[src/verilog/scan_pkg.sv]
// Shared types and constants for the output pixel pipeline
// Counter widths bound the largest raster that the timing generator can run
package scan_pkg;

    // One RGB pixel with red in the top byte
    typedef struct packed {
        logic [7:0] r;
        logic [7:0] g;
        logic [7:0] b;
    } pixel_t;

    // Horizontal and vertical counter widths
    parameter int H_CNT_W = 12;
    parameter int V_CNT_W = 11;

    typedef logic [H_CNT_W-1:0] hcnt_t;
    typedef logic [V_CNT_W-1:0] vcnt_t;

    // Scanline row pattern length and the phase that walks through it
    parameter int SL_ROWS = 6;
    typedef logic [2:0] sl_phase_t;

    // Strength code where 0 darkens the least
    typedef logic [3:0] sl_str_t;

    // Register stages from counter state to the outputs
    // Stage 1 timing, stage 2 window, stages 3-4 scanlines, stage 5 output select
    parameter int PIPE_LATENCY = 5;

endpackage

[src/verilog/video_stage_if.sv]
// Signals of one pipeline stage, one pixel per clock
// There is no handshake and the receiving stage samples on every edge
`timescale 1ns/1ps

interface video_stage_if
    import scan_pkg::*;
#(
    parameter int H_CNT_W = scan_pkg::H_CNT_W,
    parameter int V_CNT_W = scan_pkg::V_CNT_W
);

    logic               hsync;
    logic               vsync;
    logic               de;
    logic [H_CNT_W-1:0] xpos;
    logic [V_CNT_W-1:0] ypos;
    pixel_t             pix;
    sl_phase_t          sl_phase;
    // Set when the pixel lies outside the visible window
    logic               outside;

    modport src (
        output hsync, vsync, de, xpos, ypos, pix, sl_phase, outside
    );

    modport dst (
        input hsync, vsync, de, xpos, ypos, pix, sl_phase, outside
    );

endinterface

[src/verilog/pixel_output.sv]
// Last stage which picks test pattern, mask colour or the pixel itself
// The test pattern uses only the low 8 bits of the positions
`timescale 1ns/1ps

module pixel_output
    import scan_pkg::*;
#(
    parameter int H_CNT_W = scan_pkg::H_CNT_W,
    parameter int V_CNT_W = scan_pkg::V_CNT_W
) (
    input  logic                PCLK_OUT_i,
    input  logic                arst_n_i,
    input  logic                testpattern_en_i,
    input  logic [3:0]          mask_br_i,
    input  logic [2:0]          mask_color_i,
    video_stage_if.dst          in_i,
    output logic                hsync_o,
    output logic                vsync_o,
    output logic                de_o,
    output logic [H_CNT_W-1:0]  xpos_o,
    output logic [V_CNT_W-1:0]  ypos_o,
    output pixel_t              pix_o
);

    logic [7:0] mask_val;
    logic [7:0] tp_val;
    pixel_t     mask_pix;

    // Mask colour bits are ordered r, g, b from the top
    assign mask_val   = {2{mask_br_i}};
    assign mask_pix.r = mask_color_i[2] ? mask_val : 8'h00;
    assign mask_pix.g = mask_color_i[1] ? mask_val : 8'h00;
    assign mask_pix.b = mask_color_i[0] ? mask_val : 8'h00;

    assign tp_val = in_i.xpos[7:0] ^ in_i.ypos[7:0];

    always_ff @(posedge PCLK_OUT_i or negedge arst_n_i) begin
        if (!arst_n_i) begin
            hsync_o <= 1'b1;
            vsync_o <= 1'b1;
            de_o    <= 1'b0;
            xpos_o  <= '0;
            ypos_o  <= '0;
            pix_o   <= '0;
        end else begin
            hsync_o <= in_i.hsync;
            vsync_o <= in_i.vsync;
            de_o    <= in_i.de;
            xpos_o  <= in_i.xpos;
            ypos_o  <= in_i.ypos;
            if (testpattern_en_i) begin
                pix_o <= {3{tp_val}};
            end else if (in_i.outside) begin
                pix_o <= mask_pix;
            end else begin
                pix_o <= in_i.pix;
            end
        end
    end

endmodule

[src/verilog/scanconverter.sv]
// Output half of the scan converter with the external RGB input as its only source
// Configuration inputs are levels that must not change inside a frame
`timescale 1ns/1ps

module scanconverter
    import scan_pkg::*;
#(
    parameter int H_CNT_W = scan_pkg::H_CNT_W,
    parameter int V_CNT_W = scan_pkg::V_CNT_W,
    parameter int SL_ROWS = scan_pkg::SL_ROWS
) (
    input  logic                  PCLK_OUT_i,
    input  logic                  arst_n_i,
    input  logic                  frame_start_i,
    input  logic [7:0]            ext_r_i,
    input  logic [7:0]            ext_g_i,
    input  logic [7:0]            ext_b_i,
    input  logic [H_CNT_W-1:0]    h_total_i,
    input  logic [H_CNT_W-1:0]    h_active_i,
    input  logic [H_CNT_W-1:0]    h_synclen_i,
    input  logic [H_CNT_W-1:0]    h_backporch_i,
    input  logic [V_CNT_W-1:0]    v_total_i,
    input  logic [V_CNT_W-1:0]    v_active_i,
    input  logic [V_CNT_W-1:0]    v_synclen_i,
    input  logic [V_CNT_W-1:0]    v_backporch_i,
    input  logic [H_CNT_W-1:0]    x_offset_i,
    input  logic [H_CNT_W-1:0]    x_size_i,
    input  logic [V_CNT_W-1:0]    y_offset_i,
    input  logic [V_CNT_W-1:0]    y_size_i,
    input  sl_phase_t             sl_period_i,
    input  logic [SL_ROWS-1:0]    sl_overlay_i,
    input  sl_str_t [SL_ROWS-1:0] sl_strength_i,
    input  logic                  testpattern_en_i,
    input  logic [3:0]            mask_br_i,
    input  logic [2:0]            mask_color_i,
    output logic [7:0]            r_o,
    output logic [7:0]            g_o,
    output logic [7:0]            b_o,
    output logic                  hsync_o,
    output logic                  vsync_o,
    output logic                  de_o,
    output logic [H_CNT_W-1:0]    xpos_o,
    output logic [V_CNT_W-1:0]    ypos_o
);

    pixel_t ext_pix;
    pixel_t out_pix;

    video_stage_if #(.H_CNT_W(H_CNT_W), .V_CNT_W(V_CNT_W)) tg_if ();
    video_stage_if #(.H_CNT_W(H_CNT_W), .V_CNT_W(V_CNT_W)) wm_if ();
    video_stage_if #(.H_CNT_W(H_CNT_W), .V_CNT_W(V_CNT_W)) sl_if ();

    assign ext_pix.r = ext_r_i;
    assign ext_pix.g = ext_g_i;
    assign ext_pix.b = ext_b_i;

    timing_gen #(.H_CNT_W(H_CNT_W), .V_CNT_W(V_CNT_W), .SL_ROWS(SL_ROWS)) timing_gen_i (
        .*,
        .ext_pix_i (ext_pix),
        .out_o     (tg_if.src)
    );

    window_mask #(.H_CNT_W(H_CNT_W), .V_CNT_W(V_CNT_W)) window_mask_i (
        .*,
        .in_i  (tg_if.dst),
        .out_o (wm_if.src)
    );

    scanline_gen #(.H_CNT_W(H_CNT_W), .V_CNT_W(V_CNT_W), .SL_ROWS(SL_ROWS)) scanline_gen_i (
        .*,
        .in_i  (wm_if.dst),
        .out_o (sl_if.src)
    );

    pixel_output #(.H_CNT_W(H_CNT_W), .V_CNT_W(V_CNT_W)) pixel_output_i (
        .*,
        .in_i  (sl_if.dst),
        .pix_o (out_pix)
    );

    assign r_o = out_pix.r;
    assign g_o = out_pix.g;
    assign b_o = out_pix.b;

    // DE leaves the chain PIPE_LATENCY-1 edges after the timing stage registers it
    a_de_latency: assert property (@(posedge PCLK_OUT_i) disable iff (!arst_n_i)
        de_o == $past(tg_if.de, PIPE_LATENCY - 1));

endmodule

[src/verilog/scanline_gen.sv]
// Subtractive scanlines over two stages, selected per line by the row phase
// Each channel is lowered by (code+1)*16-1 and clamps at zero
`timescale 1ns/1ps

module scanline_gen
    import scan_pkg::*;
#(
    parameter int H_CNT_W = scan_pkg::H_CNT_W,
    parameter int V_CNT_W = scan_pkg::V_CNT_W,
    parameter int SL_ROWS = scan_pkg::SL_ROWS
) (
    input  logic                     PCLK_OUT_i,
    input  logic                     arst_n_i,
    input  logic [SL_ROWS-1:0]       sl_overlay_i,
    input  sl_str_t [SL_ROWS-1:0]    sl_strength_i,
    video_stage_if.dst               in_i,
    video_stage_if.src               out_o
);

    logic               a_hsync;
    logic               a_vsync;
    logic               a_de;
    logic [H_CNT_W-1:0] a_xpos;
    logic [V_CNT_W-1:0] a_ypos;
    sl_phase_t          a_phase;
    logic               a_outside;
    logic               a_draw;
    logic [7:0]         a_amount;
    pixel_t             a_pix;

    function automatic logic [7:0] darken(input logic [7:0] ch, input logic [7:0] amount);
        return (ch > amount) ? ch - amount : 8'h00;
    endfunction

    // Stage A looks up whether this row is drawn and how strongly
    always_ff @(posedge PCLK_OUT_i or negedge arst_n_i) begin
        if (!arst_n_i) begin
            a_hsync   <= 1'b1;
            a_vsync   <= 1'b1;
            a_de      <= 1'b0;
            a_xpos    <= '0;
            a_ypos    <= '0;
            a_phase   <= '0;
            a_outside <= 1'b0;
            a_draw    <= 1'b0;
        end else begin
            a_hsync   <= in_i.hsync;
            a_vsync   <= in_i.vsync;
            a_de      <= in_i.de;
            a_xpos    <= in_i.xpos;
            a_ypos    <= in_i.ypos;
            a_phase   <= in_i.sl_phase;
            a_outside <= in_i.outside;
            a_draw    <= sl_overlay_i[in_i.sl_phase];
        end
    end

    // (code+1)*16-1 is the code with four ones appended
    always_ff @(posedge PCLK_OUT_i) begin
        a_pix    <= in_i.pix;
        a_amount <= {sl_strength_i[in_i.sl_phase], 4'hf};
    end

    // Stage B applies the darkening
    always_ff @(posedge PCLK_OUT_i or negedge arst_n_i) begin
        if (!arst_n_i) begin
            out_o.hsync    <= 1'b1;
            out_o.vsync    <= 1'b1;
            out_o.de       <= 1'b0;
            out_o.xpos     <= '0;
            out_o.ypos     <= '0;
            out_o.sl_phase <= '0;
            out_o.outside  <= 1'b0;
        end else begin
            out_o.hsync    <= a_hsync;
            out_o.vsync    <= a_vsync;
            out_o.de       <= a_de;
            out_o.xpos     <= a_xpos;
            out_o.ypos     <= a_ypos;
            out_o.sl_phase <= a_phase;
            out_o.outside  <= a_outside;
        end
    end

    always_ff @(posedge PCLK_OUT_i) begin
        if (a_draw) begin
            out_o.pix.r <= darken(a_pix.r, a_amount);
            out_o.pix.g <= darken(a_pix.g, a_amount);
            out_o.pix.b <= darken(a_pix.b, a_amount);
        end else begin
            out_o.pix <= a_pix;
        end
    end

    // The phase comes from the timing generator, which must keep it inside the pattern
    a_draw_phase: assert property (@(posedge PCLK_OUT_i) disable iff (!arst_n_i)
        in_i.sl_phase < SL_ROWS);

endmodule

[src/verilog/timing_gen.sv]
// Progressive output timing, restarted by a one-cycle frame_start_i pulse
// Configuration must describe a legal raster and sl_period_i must stay below SL_ROWS
`timescale 1ns/1ps

module timing_gen
    import scan_pkg::*;
#(
    parameter int H_CNT_W = scan_pkg::H_CNT_W,
    parameter int V_CNT_W = scan_pkg::V_CNT_W,
    parameter int SL_ROWS = scan_pkg::SL_ROWS
) (
    input  logic               PCLK_OUT_i,
    input  logic               arst_n_i,
    input  logic               frame_start_i,
    input  logic [H_CNT_W-1:0] h_total_i,
    input  logic [H_CNT_W-1:0] h_active_i,
    input  logic [H_CNT_W-1:0] h_synclen_i,
    input  logic [H_CNT_W-1:0] h_backporch_i,
    input  logic [V_CNT_W-1:0] v_total_i,
    input  logic [V_CNT_W-1:0] v_active_i,
    input  logic [V_CNT_W-1:0] v_synclen_i,
    input  logic [V_CNT_W-1:0] v_backporch_i,
    input  sl_phase_t          sl_period_i,
    input  pixel_t             ext_pix_i,
    video_stage_if.src         out_o
);

    logic [H_CNT_W-1:0] h_cnt;
    logic [H_CNT_W-1:0] h_act_start;
    logic [H_CNT_W-1:0] h_act_end;
    logic [V_CNT_W-1:0] v_cnt;
    logic [V_CNT_W-1:0] v_next;
    logic [V_CNT_W-1:0] v_act_start;
    logic [V_CNT_W-1:0] v_act_end;
    logic               h_in;
    logic               v_in;
    sl_phase_t          sl_phase;

    assign h_act_start = h_synclen_i + h_backporch_i;
    assign h_act_end   = h_act_start + h_active_i;
    assign v_act_start = v_synclen_i + v_backporch_i;
    assign v_act_end   = v_act_start + v_active_i;

    assign h_in   = (h_cnt >= h_act_start) && (h_cnt < h_act_end);
    assign v_in   = (v_cnt >= v_act_start) && (v_cnt < v_act_end);
    assign v_next = (v_cnt == v_total_i - 1'b1) ? '0 : v_cnt + 1'b1;

    // Counters and the scanline row phase, which steps at the end of each active line
    always_ff @(posedge PCLK_OUT_i or negedge arst_n_i) begin
        if (!arst_n_i) begin
            h_cnt    <= '0;
            v_cnt    <= '0;
            sl_phase <= '0;
        end else if (frame_start_i) begin
            h_cnt    <= '0;
            v_cnt    <= '0;
            sl_phase <= '0;
        end else if (h_cnt == h_total_i - 1'b1) begin
            h_cnt <= '0;
            v_cnt <= v_next;
            if (v_next == v_act_start) begin
                sl_phase <= '0;
            end else if (v_in) begin
                sl_phase <= (sl_phase == sl_period_i) ? '0 : sl_phase + 1'b1;
            end
        end else begin
            h_cnt <= h_cnt + 1'b1;
        end
    end

    // Stage 1
    always_ff @(posedge PCLK_OUT_i or negedge arst_n_i) begin
        if (!arst_n_i) begin
            out_o.hsync    <= 1'b1;
            out_o.vsync    <= 1'b1;
            out_o.de       <= 1'b0;
            out_o.xpos     <= '0;
            out_o.ypos     <= '0;
            out_o.sl_phase <= '0;
        end else begin
            out_o.hsync    <= (h_cnt >= h_synclen_i);
            out_o.vsync    <= (v_cnt >= v_synclen_i);
            out_o.de       <= h_in && v_in;
            out_o.xpos     <= (h_in && v_in) ? h_cnt - h_act_start : '0;
            out_o.ypos     <= (h_in && v_in) ? v_cnt - v_act_start : '0;
            out_o.sl_phase <= sl_phase;
        end
    end

    // The external pixel joins the counter state sampled on the same edge
    always_ff @(posedge PCLK_OUT_i) begin
        out_o.pix <= ext_pix_i;
    end

    // The window decision is made by the next stage
    assign out_o.outside = 1'b0;

    a_h_cnt_range: assert property (@(posedge PCLK_OUT_i) disable iff (!arst_n_i)
        h_cnt < h_total_i);

    a_phase_range: assert property (@(posedge PCLK_OUT_i) disable iff (!arst_n_i)
        sl_phase < SL_ROWS);

endmodule

[src/verilog/window_mask.sv]
// Marks pixels outside the rectangular visible window
// Offsets are unsigned so the window cannot start left of or above the active area
`timescale 1ns/1ps

module window_mask
    import scan_pkg::*;
#(
    parameter int H_CNT_W = scan_pkg::H_CNT_W,
    parameter int V_CNT_W = scan_pkg::V_CNT_W
) (
    input  logic               PCLK_OUT_i,
    input  logic               arst_n_i,
    input  logic [H_CNT_W-1:0] x_offset_i,
    input  logic [H_CNT_W-1:0] x_size_i,
    input  logic [V_CNT_W-1:0] y_offset_i,
    input  logic [V_CNT_W-1:0] y_size_i,
    video_stage_if.dst         in_i,
    video_stage_if.src         out_o
);

    logic [H_CNT_W:0] x_end;
    logic [V_CNT_W:0] y_end;
    logic             outside_nxt;

    // One extra bit keeps offset plus size from wrapping
    assign x_end = {1'b0, x_offset_i} + {1'b0, x_size_i};
    assign y_end = {1'b0, y_offset_i} + {1'b0, y_size_i};

    assign outside_nxt = (in_i.xpos < x_offset_i) || ({1'b0, in_i.xpos} >= x_end) ||
                         (in_i.ypos < y_offset_i) || ({1'b0, in_i.ypos} >= y_end);

    always_ff @(posedge PCLK_OUT_i or negedge arst_n_i) begin
        if (!arst_n_i) begin
            out_o.hsync    <= 1'b1;
            out_o.vsync    <= 1'b1;
            out_o.de       <= 1'b0;
            out_o.xpos     <= '0;
            out_o.ypos     <= '0;
            out_o.sl_phase <= '0;
            out_o.outside  <= 1'b0;
        end else begin
            out_o.hsync    <= in_i.hsync;
            out_o.vsync    <= in_i.vsync;
            out_o.de       <= in_i.de;
            out_o.xpos     <= in_i.xpos;
            out_o.ypos     <= in_i.ypos;
            out_o.sl_phase <= in_i.sl_phase;
            out_o.outside  <= outside_nxt;
        end
    end

    always_ff @(posedge PCLK_OUT_i) begin
        out_o.pix <= in_i.pix;
    end

endmodule
[config.mk]
export PLATFORM = sky130hd
export DESIGN_NAME = scanconverter
export DESIGN_NICKNAME = d
export VERILOG_FILES = /design/src/verilog/scan_pkg.sv /design/src/verilog/video_stage_if.sv /design/src/verilog/pixel_output.sv /design/src/verilog/scanconverter.sv /design/src/verilog/scanline_gen.sv /design/src/verilog/timing_gen.sv /design/src/verilog/window_mask.sv
export SDC_FILE = /design/constraint.sdc
export NUM_CORES = 1
export LEC_CHECK = 0
export ABC_AREA = 0
export ABC_CLOCK_PERIOD_IN_PS = 4420
export BUFFER_PORTS_ARGS = -buffer_cell sky130_fd_sc_hd__buf_2
export CAP_MARGIN = 20
export CORE_MARGIN = 5
export CORE_UTILIZATION = 55
export CTS_BUF_LIST = sky130_fd_sc_hd__clkbuf_2 sky130_fd_sc_hd__clkbuf_4 sky130_fd_sc_hd__clkbuf_8
export CTS_CLUSTER_SIZE = 25
export DETAILED_ROUTE_END_ITERATION = 8
export PLACE_DENSITY = 0.85
export SLEW_MARGIN = 40
export SYNTH_ARGS = -nofsm -noshare
export SYNTH_HDL_FRONTEND = slang
export SYNTH_HIERARCHICAL = 1
export SYNTH_SLANG_ARGS = --single-unit
[constraint.sdc]
create_clock -name PCLK_OUT_i -period 4.42 [get_ports PCLK_OUT_i]
set_input_delay 0.442 -clock PCLK_OUT_i [delete_from_list [all_inputs] [get_ports PCLK_OUT_i]]
set_output_delay 0.442 -clock PCLK_OUT_i [all_outputs]
set_load 0.1 [all_outputs]
==> results of run 1 <==
[sequential cells by signal, summed over array words and instances, names as in the netlist, 12 cells and up]
signal / count
pixel_output_i/pix_o: 24
pixel_output_i/xpos_o: 12
scanline_gen_i/a_pix: 24
scanline_gen_i/a_xpos: 12
scanline_gen_i/out_o.pix: 24
scanline_gen_i/out_o.xpos: 12
timing_gen_i/h_cnt: 12
timing_gen_i/out_o.pix: 24
timing_gen_i/out_o.xpos: 12
window_mask_i/out_o.pix: 24
window_mask_i/out_o.xpos: 12
[per-stage QoR]
stage	area [µm²]	setup TNS (ns)	cells	utilization	hold WS [ns]
3_5_place_dp	18600	-13.20	2307	0.643	0.312
2_1_floorplan	16300	-0.0233	1611	-	0.146
5_1_grt	20200	-3.47	2423	0.697	0.157
6_report	20200	-0.0737	2423	0.697	0.200
3_3_place_gp	18600	-9.45	2307	0.642	0.310
4_1_cts	19900	0	2414	0.686	0.127
[critical path: cells and delay by family]
family,cells,cell delay (ns)
buffers and inverters,5,0.70
AO/OA/AOI/OAI,11,2.11
AND/OR/NAND/NOR,2,0.30
XOR/XNOR,3,0.49
adder cells (fa/ha/maj),3,0.85
[path summary, 6_finish.rpt]
kind	from	endpoint	slack, ns
max	h_backporch_i[1]	timing_gen_i/out_o.xpos[1]	-0.03
min	sl_strength_i[16]	scanline_gen_i/a_amount[4]	0.20
max reg2reg	timing_gen_i/h_cnt[0]	timing_gen_i/out_o.xpos[1]	0.44
min reg2reg	scanline_gen_i/a_xpos[1]	scanline_gen_i/out_o.xpos[1]	0.31
max in group asynchronous	arst_n_i	timing_gen_i/out_o.hsync	2.99
min in group asynchronous	arst_n_i	pixel_output_i/xpos_o[7]	0.50
[cell type report]
| class | instances | area share |
|---|---|---|
| sequential | 290 | 0.336 |
| clock buffer | 67 | 0.0411 |
| multi-input combinational | 1131 | 0.447 |
| inverter | 162 | 0.0301 |
| tap | 384 | 0.0238 |
| antenna | 1 | 0.000124 |
| timing repair buffer | 373 | 0.114 |
| clock inverter | 15 | 0.00763 |
[timing repair]
item,4_1_cts,5_1_grt
gates cloned,0,1
endpoints found under the setup margin,3,27
resized for setup,3,51
setup buffers,0,7
hold endpoints to repair,147,0
hold buffers,25,0
pin swaps,0,28
[per-layer routing]
metal  vias to the layer above  GRT usage
met2                       544      0.405
met1                      6450      0.314
li1                       6562          -
met4                         0     0.0958
met3                       114     0.0376
met5                         -          0
[report_power, final]
| group | total [mW] | switching [mW] | leakage (nW) | internal (mW) |
|---|---|---|---|---|
| clock | 2.38 | 1.05 | 0.519 | 1.34 |
| combinational | 1.70 | 0.915 | 6.22 | 0.785 |
| sequential | 2.75 | 0.0365 | 3.43 | 2.71 |
==> flow_summary.ini, run 1 <==
[floorplanning]
ioPinCount = 256
initial_core_util = 0.561
core_um2 = 28900
dieArea_um2 = 33000
std_cell_rows = 62
die_x_um = 182
dieHeight_um = 182

[routing]
wl_met2_mm = 20.0
via_per_inst = 5.64
highest_layer = met4
wl_met3_mm = 2.60
ant_nets = 0
drt_pass1_iterations = 6
vias = 13700
drt_iter0_drc = 897
wire_per_inst_um = 17.3
drcViolationCount = 0
drt_wl_total_mm = 41.9
met1_length_mm = 17.6

[cells_and_area]
layout_common_cells = 251 x buf_2, 193 x ha_1, 180 x dfrtp_1
fin_nets = 2415
seq_area_um2 = 6770
multi_input_area_um2 = 9020
fillers = 2109
drive_gt1_frac = 0.253
final_common_cell = buf_2
area_delta_synth_final_pct = 24.3

[sta]
setup_violations = 4
worst_pin_slew_ns = 0.781
layout_worst_path_cycle_share = 1.01
layout_setup_ws_ns = -0.0282
maxSlewHeadroom = 0.476
finalCriticalPeriod_ns = 4.45
fmax_ghz = 0.225
rsz0062_at_grt = true
drv_slew = 0
hold_viol = 0
final.setup_skew_ns = 0.0489

[clock_network]
clock-root-buffer = clkbuf_8
clock_latency_ns = 0.57
clk_path_buf_depth = 3
cts.sinks = 290
cts_tree = built
htree_levels = 2
cts_inserted_buffers = 46
cts.clk_slew.worst_paths_ns = 0.07

[setup_path]
cp.required_ns = 4.88
slowest_delay_ns = 0.33
path_cells = buf_2, ha_1, a21o_1, a21oi_2, o21bai_1, a211o_1, a311oi_1, buf_4, xnor2_1, ha_1, inv_1, o22ai_1, a211o_1, a21oi_2, xor2_1, xnor2_1, ha_1, a211oi_2, nand3_1, a21oi_4, buf_4, o22ai_4, buf_4, nor3_1
rr_worst_depth = 14
cp-end-kind = flip-flop
arrival_ns = 4.91
setup.worst_path.class = in -> reg
cp_max_fo = 6
worstSetupStartpointType = primary input
slowest_stage = a211o_1

[power]
ir_drop_uv = 203
power_leakage_nw = 10.2
power_mw = 6.83
power.density_nw_per_um2 = 339

[global_route]
grt_pass1_wl_mm = 66.6
grt_max_degree = 126
overflow = 0
antenna_found_initial = 1
grt_pass1_vias = 13800
grt_usage = 0.241

[yosys]
synth_cells = 1611
synth_nets = 2022
synth.avg_cell_area_um2 = 10.1
ys_warn_count = 6
syn_area_um2 = 16200

[place]
io_buffers = 255
dp_slack_ns = -0.624
gp_congestion = 0.919
place_hpwl_mm = 31.5

[worst_hold_path]
hp-class = in -> reg
min_path_cells = 3

[run_status]
violations = negative setup slack
status = finished, violations left

[flow_run]
max_cap_violations = 0
(Power assumes the default switching activity.)
==> inputs of run 2 (changes only) <==
--- a/config.mk
+++ b/config.mk
@@ -6,7 +6,6 @@
 export NUM_CORES = 1
 export LEC_CHECK = 0
 export ABC_AREA = 0
-export ABC_CLOCK_PERIOD_IN_PS = 4420
 export BUFFER_PORTS_ARGS = -buffer_cell sky130_fd_sc_hd__buf_2
 export CAP_MARGIN = 20
 export CORE_MARGIN = 5
@@ -15,6 +14,7 @@
 export CTS_CLUSTER_SIZE = 25
 export DETAILED_ROUTE_END_ITERATION = 8
 export PLACE_DENSITY = 0.85
+export REMOVE_ABC_BUFFERS = 1
 export SLEW_MARGIN = 40
 export SYNTH_ARGS = -nofsm -noshare
 export SYNTH_HDL_FRONTEND = slang
==> run 2 against run 1 <==
Clock power about the same. Setup slack improved by 0.13 ns. Via count increased by 0.77%. Critical endpoint is now timing_gen_i/out_o.xpos[9]. Final cell count increased by 0.87%. Worst hold slack got worse by 0.0076 ns. Wire length increased by 0.72%. Highest routed layer is now met5. Clock-buffer cell count increased by 1. Maximum frequency increased by 3.0%. Utilization increased by 0.48 points. The flow now finishes without violations. Total power increased by 0.86%. Global-route usage increased by 0.54 points. Register-to-register slack improved by 0.64 ns.
==> flow_summary.ini, run 2 (synthesized netlist as in run 1, its figures left out) <==
[setup_path]
arrival_ns = 4.79
cp.required_ns = 4.89
cp-end-kind = flip-flop
worstSetupStartpointType = primary input
cp_max_fo = 8
setup.worst_path.class = in -> reg

[clock_network]
clock_latency_ns = 0.57
clock-root-buffer = clkbuf_8
cts_inserted_buffers = 44
cts.clk_slew.worst_paths_ns = 0.06
htree_levels = 2
clk_path_buf_depth = 3
cts_tree = built
cts.sinks = 290

[cells_and_area]
fin_nets = 2438
fillers = 2116
area_delta_synth_final_pct = 25.2
fin_util = 0.702
final_common_cell = buf_2
layout_common_cells = 250 x buf_2, 195 x ha_1, 180 x dfrtp_1
drive_gt1_frac = 0.261

[power]
intPower_mw = 4.92
p_switching_mw = 1.97
power_leakage_nw = 10.3
pwr-share-comb = 0.257
ir_drop_uv = 179
power.density_nw_per_um2 = 339
power_mw = 6.89
power_frac_clock = 0.344
sw_frac_of_total = 0.286
seq_power_share = 0.399

[global_route]
grt.met1_usage = 0.310
grt-busiest-layer = met2
overflow = 0
antenna_found_initial = 2
use_met2 = 0.439
grt_max_degree = 126
grtUsageMet3 = 0.0412
grt_pass1_vias = 14100
grt_pass1_wl_mm = 68.2
grt_usage = 0.247

[sta]
rsz0062_at_grt = true
worst_pin_slew_ns = 0.811
fmax_ghz = 0.231
layout_worst_path_cycle_share = 0.977
setup_violations = 0
maxSlewHeadroom = 0.459
final.setup_skew_ns = 0.0396
drv_slew = 0
hold_viol = 0
finalSetupTns_ns = 0
finalCriticalPeriod_ns = 4.32

[floorplanning]
dieHeight_um = 182
ioPinCount = 256
std_cell_rows = 62
dieArea_um2 = 33000
die_x_um = 182
initial_core_util = 0.561
core_um2 = 28900

[routing]
drt_iter0_drc = 944
vias = 13800
via_per_inst = 5.64
drcViolationCount = 0
wire_per_inst_um = 17.2
drt_wl_total_mm = 42.2
drt_pass1_iterations = 6
ant_nets = 0

[place]
place_hpwl_mm = 32.5
gp_congestion = 0.936
io_buffers = 255

[flow_run]
max_cap_violations = 0

[worst_hold_path]
hp-class = in -> reg

[run_status]
status = finished, final reports clean
==> run 2: changes by cell type in the layout (fill, tap and decap cells not counted), sizes merged <==
cell / change
buf: +25
clkinv: -6
bufinv: +1
clkbuf: +1
clkinvlp: -1
inv: +1
==> run 2: path summary, 6_finish.rpt <==
check                                                from                    endpoint  slack [ns]  depth (start not counted)
worst max-delay path                       h_synclen_i[0]  timing_gen_i/out_o.xpos[9]         0.1                         24
worst min-delay path                    sl_strength_i[19]  scanline_gen_i/a_amount[7]        0.19                          3
worst max register to register      timing_gen_i/h_cnt[0]  timing_gen_i/out_o.xpos[9]        1.08                         13
worst min register to register  timing_gen_i/out_o.pix[7]  window_mask_i/out_o.pix[7]        0.30                          0
max in group asynchronous                        arst_n_i      pixel_output_i/vsync_o        2.99                          3
min in group asynchronous                        arst_n_i    pixel_output_i/pix_o[12]        0.50                          2
==> run 2: per-layer routing <==
metal / share of wire / wire [µm]
met1: 0.41 / 17500
met4: 0.026 / 1080
met3: 0.059 / 2510
met5: 0.00017 / 7
met2: 0.50 / 21100
==> run 2: critical path, cell delays in order <==
cell	delay (ns)
buf_8	0.10
ha_4	0.16
fa_2	0.33
a21o_1	0.18
a21oi_2	0.14
o21bai_1	0.09
a21oi_2	0.18
o21bai_1	0.10
a21oi_2	0.22
xnor2_2	0.17
ha_1	0.30
a21oi_2	0.14
o22ai_1	0.09
a211o_1	0.24
a21oi_2	0.13
xor2_1	0.18
xnor2_1	0.09
ha_1	0.35
a211oi_4	0.26
nand3_2	0.12
a21oi_4	0.19
o22ai_4	0.17
buf_6	0.19
nor3b_4	0.20
==> run 2: repair_timing <==
item                                   CTS  global route
hold buffers                            25             0
resized for setup                       17            56
setup buffers                            1            13
endpoints found under the hold margin  147             0
setup endpoints to repair               27            27
pin swaps                                7            48
gates cloned                             1             0
==> run 2: power groups by stage <==
stage	Sequential, mW	Clock [mW]	Combinational, mW
CTS	2.75	2.43	1.66
global placement	2.80	0	1.55
floorplan	2.85	0	0.948
detailed placement	2.80	0	1.61
finish	2.75	2.37	1.77
global route	2.76	2.55	1.96
==> run 2: area by class of cell <==
cell class              instances  area [µm²]  area share
clock inverters                10         149     0.00733
repair buffers                398        2470       0.122
inverters                     162         608      0.0299
clock buffers                  68         823      0.0405
multi-input cells            1131        9010       0.443
flip-flops and latches        290        6770       0.333
diodes                          1        2.50    0.000123
well taps                     384         480      0.0237
==> run 2: stage by stage <==
step	cell area, µm²	setup WS [ns]	hold slack (ns)	std cells
finish	20300	0.0996	0.193	2444
global route	20300	-0.104	0.192	2444
CTS	20000	-0.0198	0.167	2430
detailed placement	18700	-0.989	0.312	2325
global placement	18600	-0.848	0.312	2325
floorplan	16100	-0.950	0.146	1582
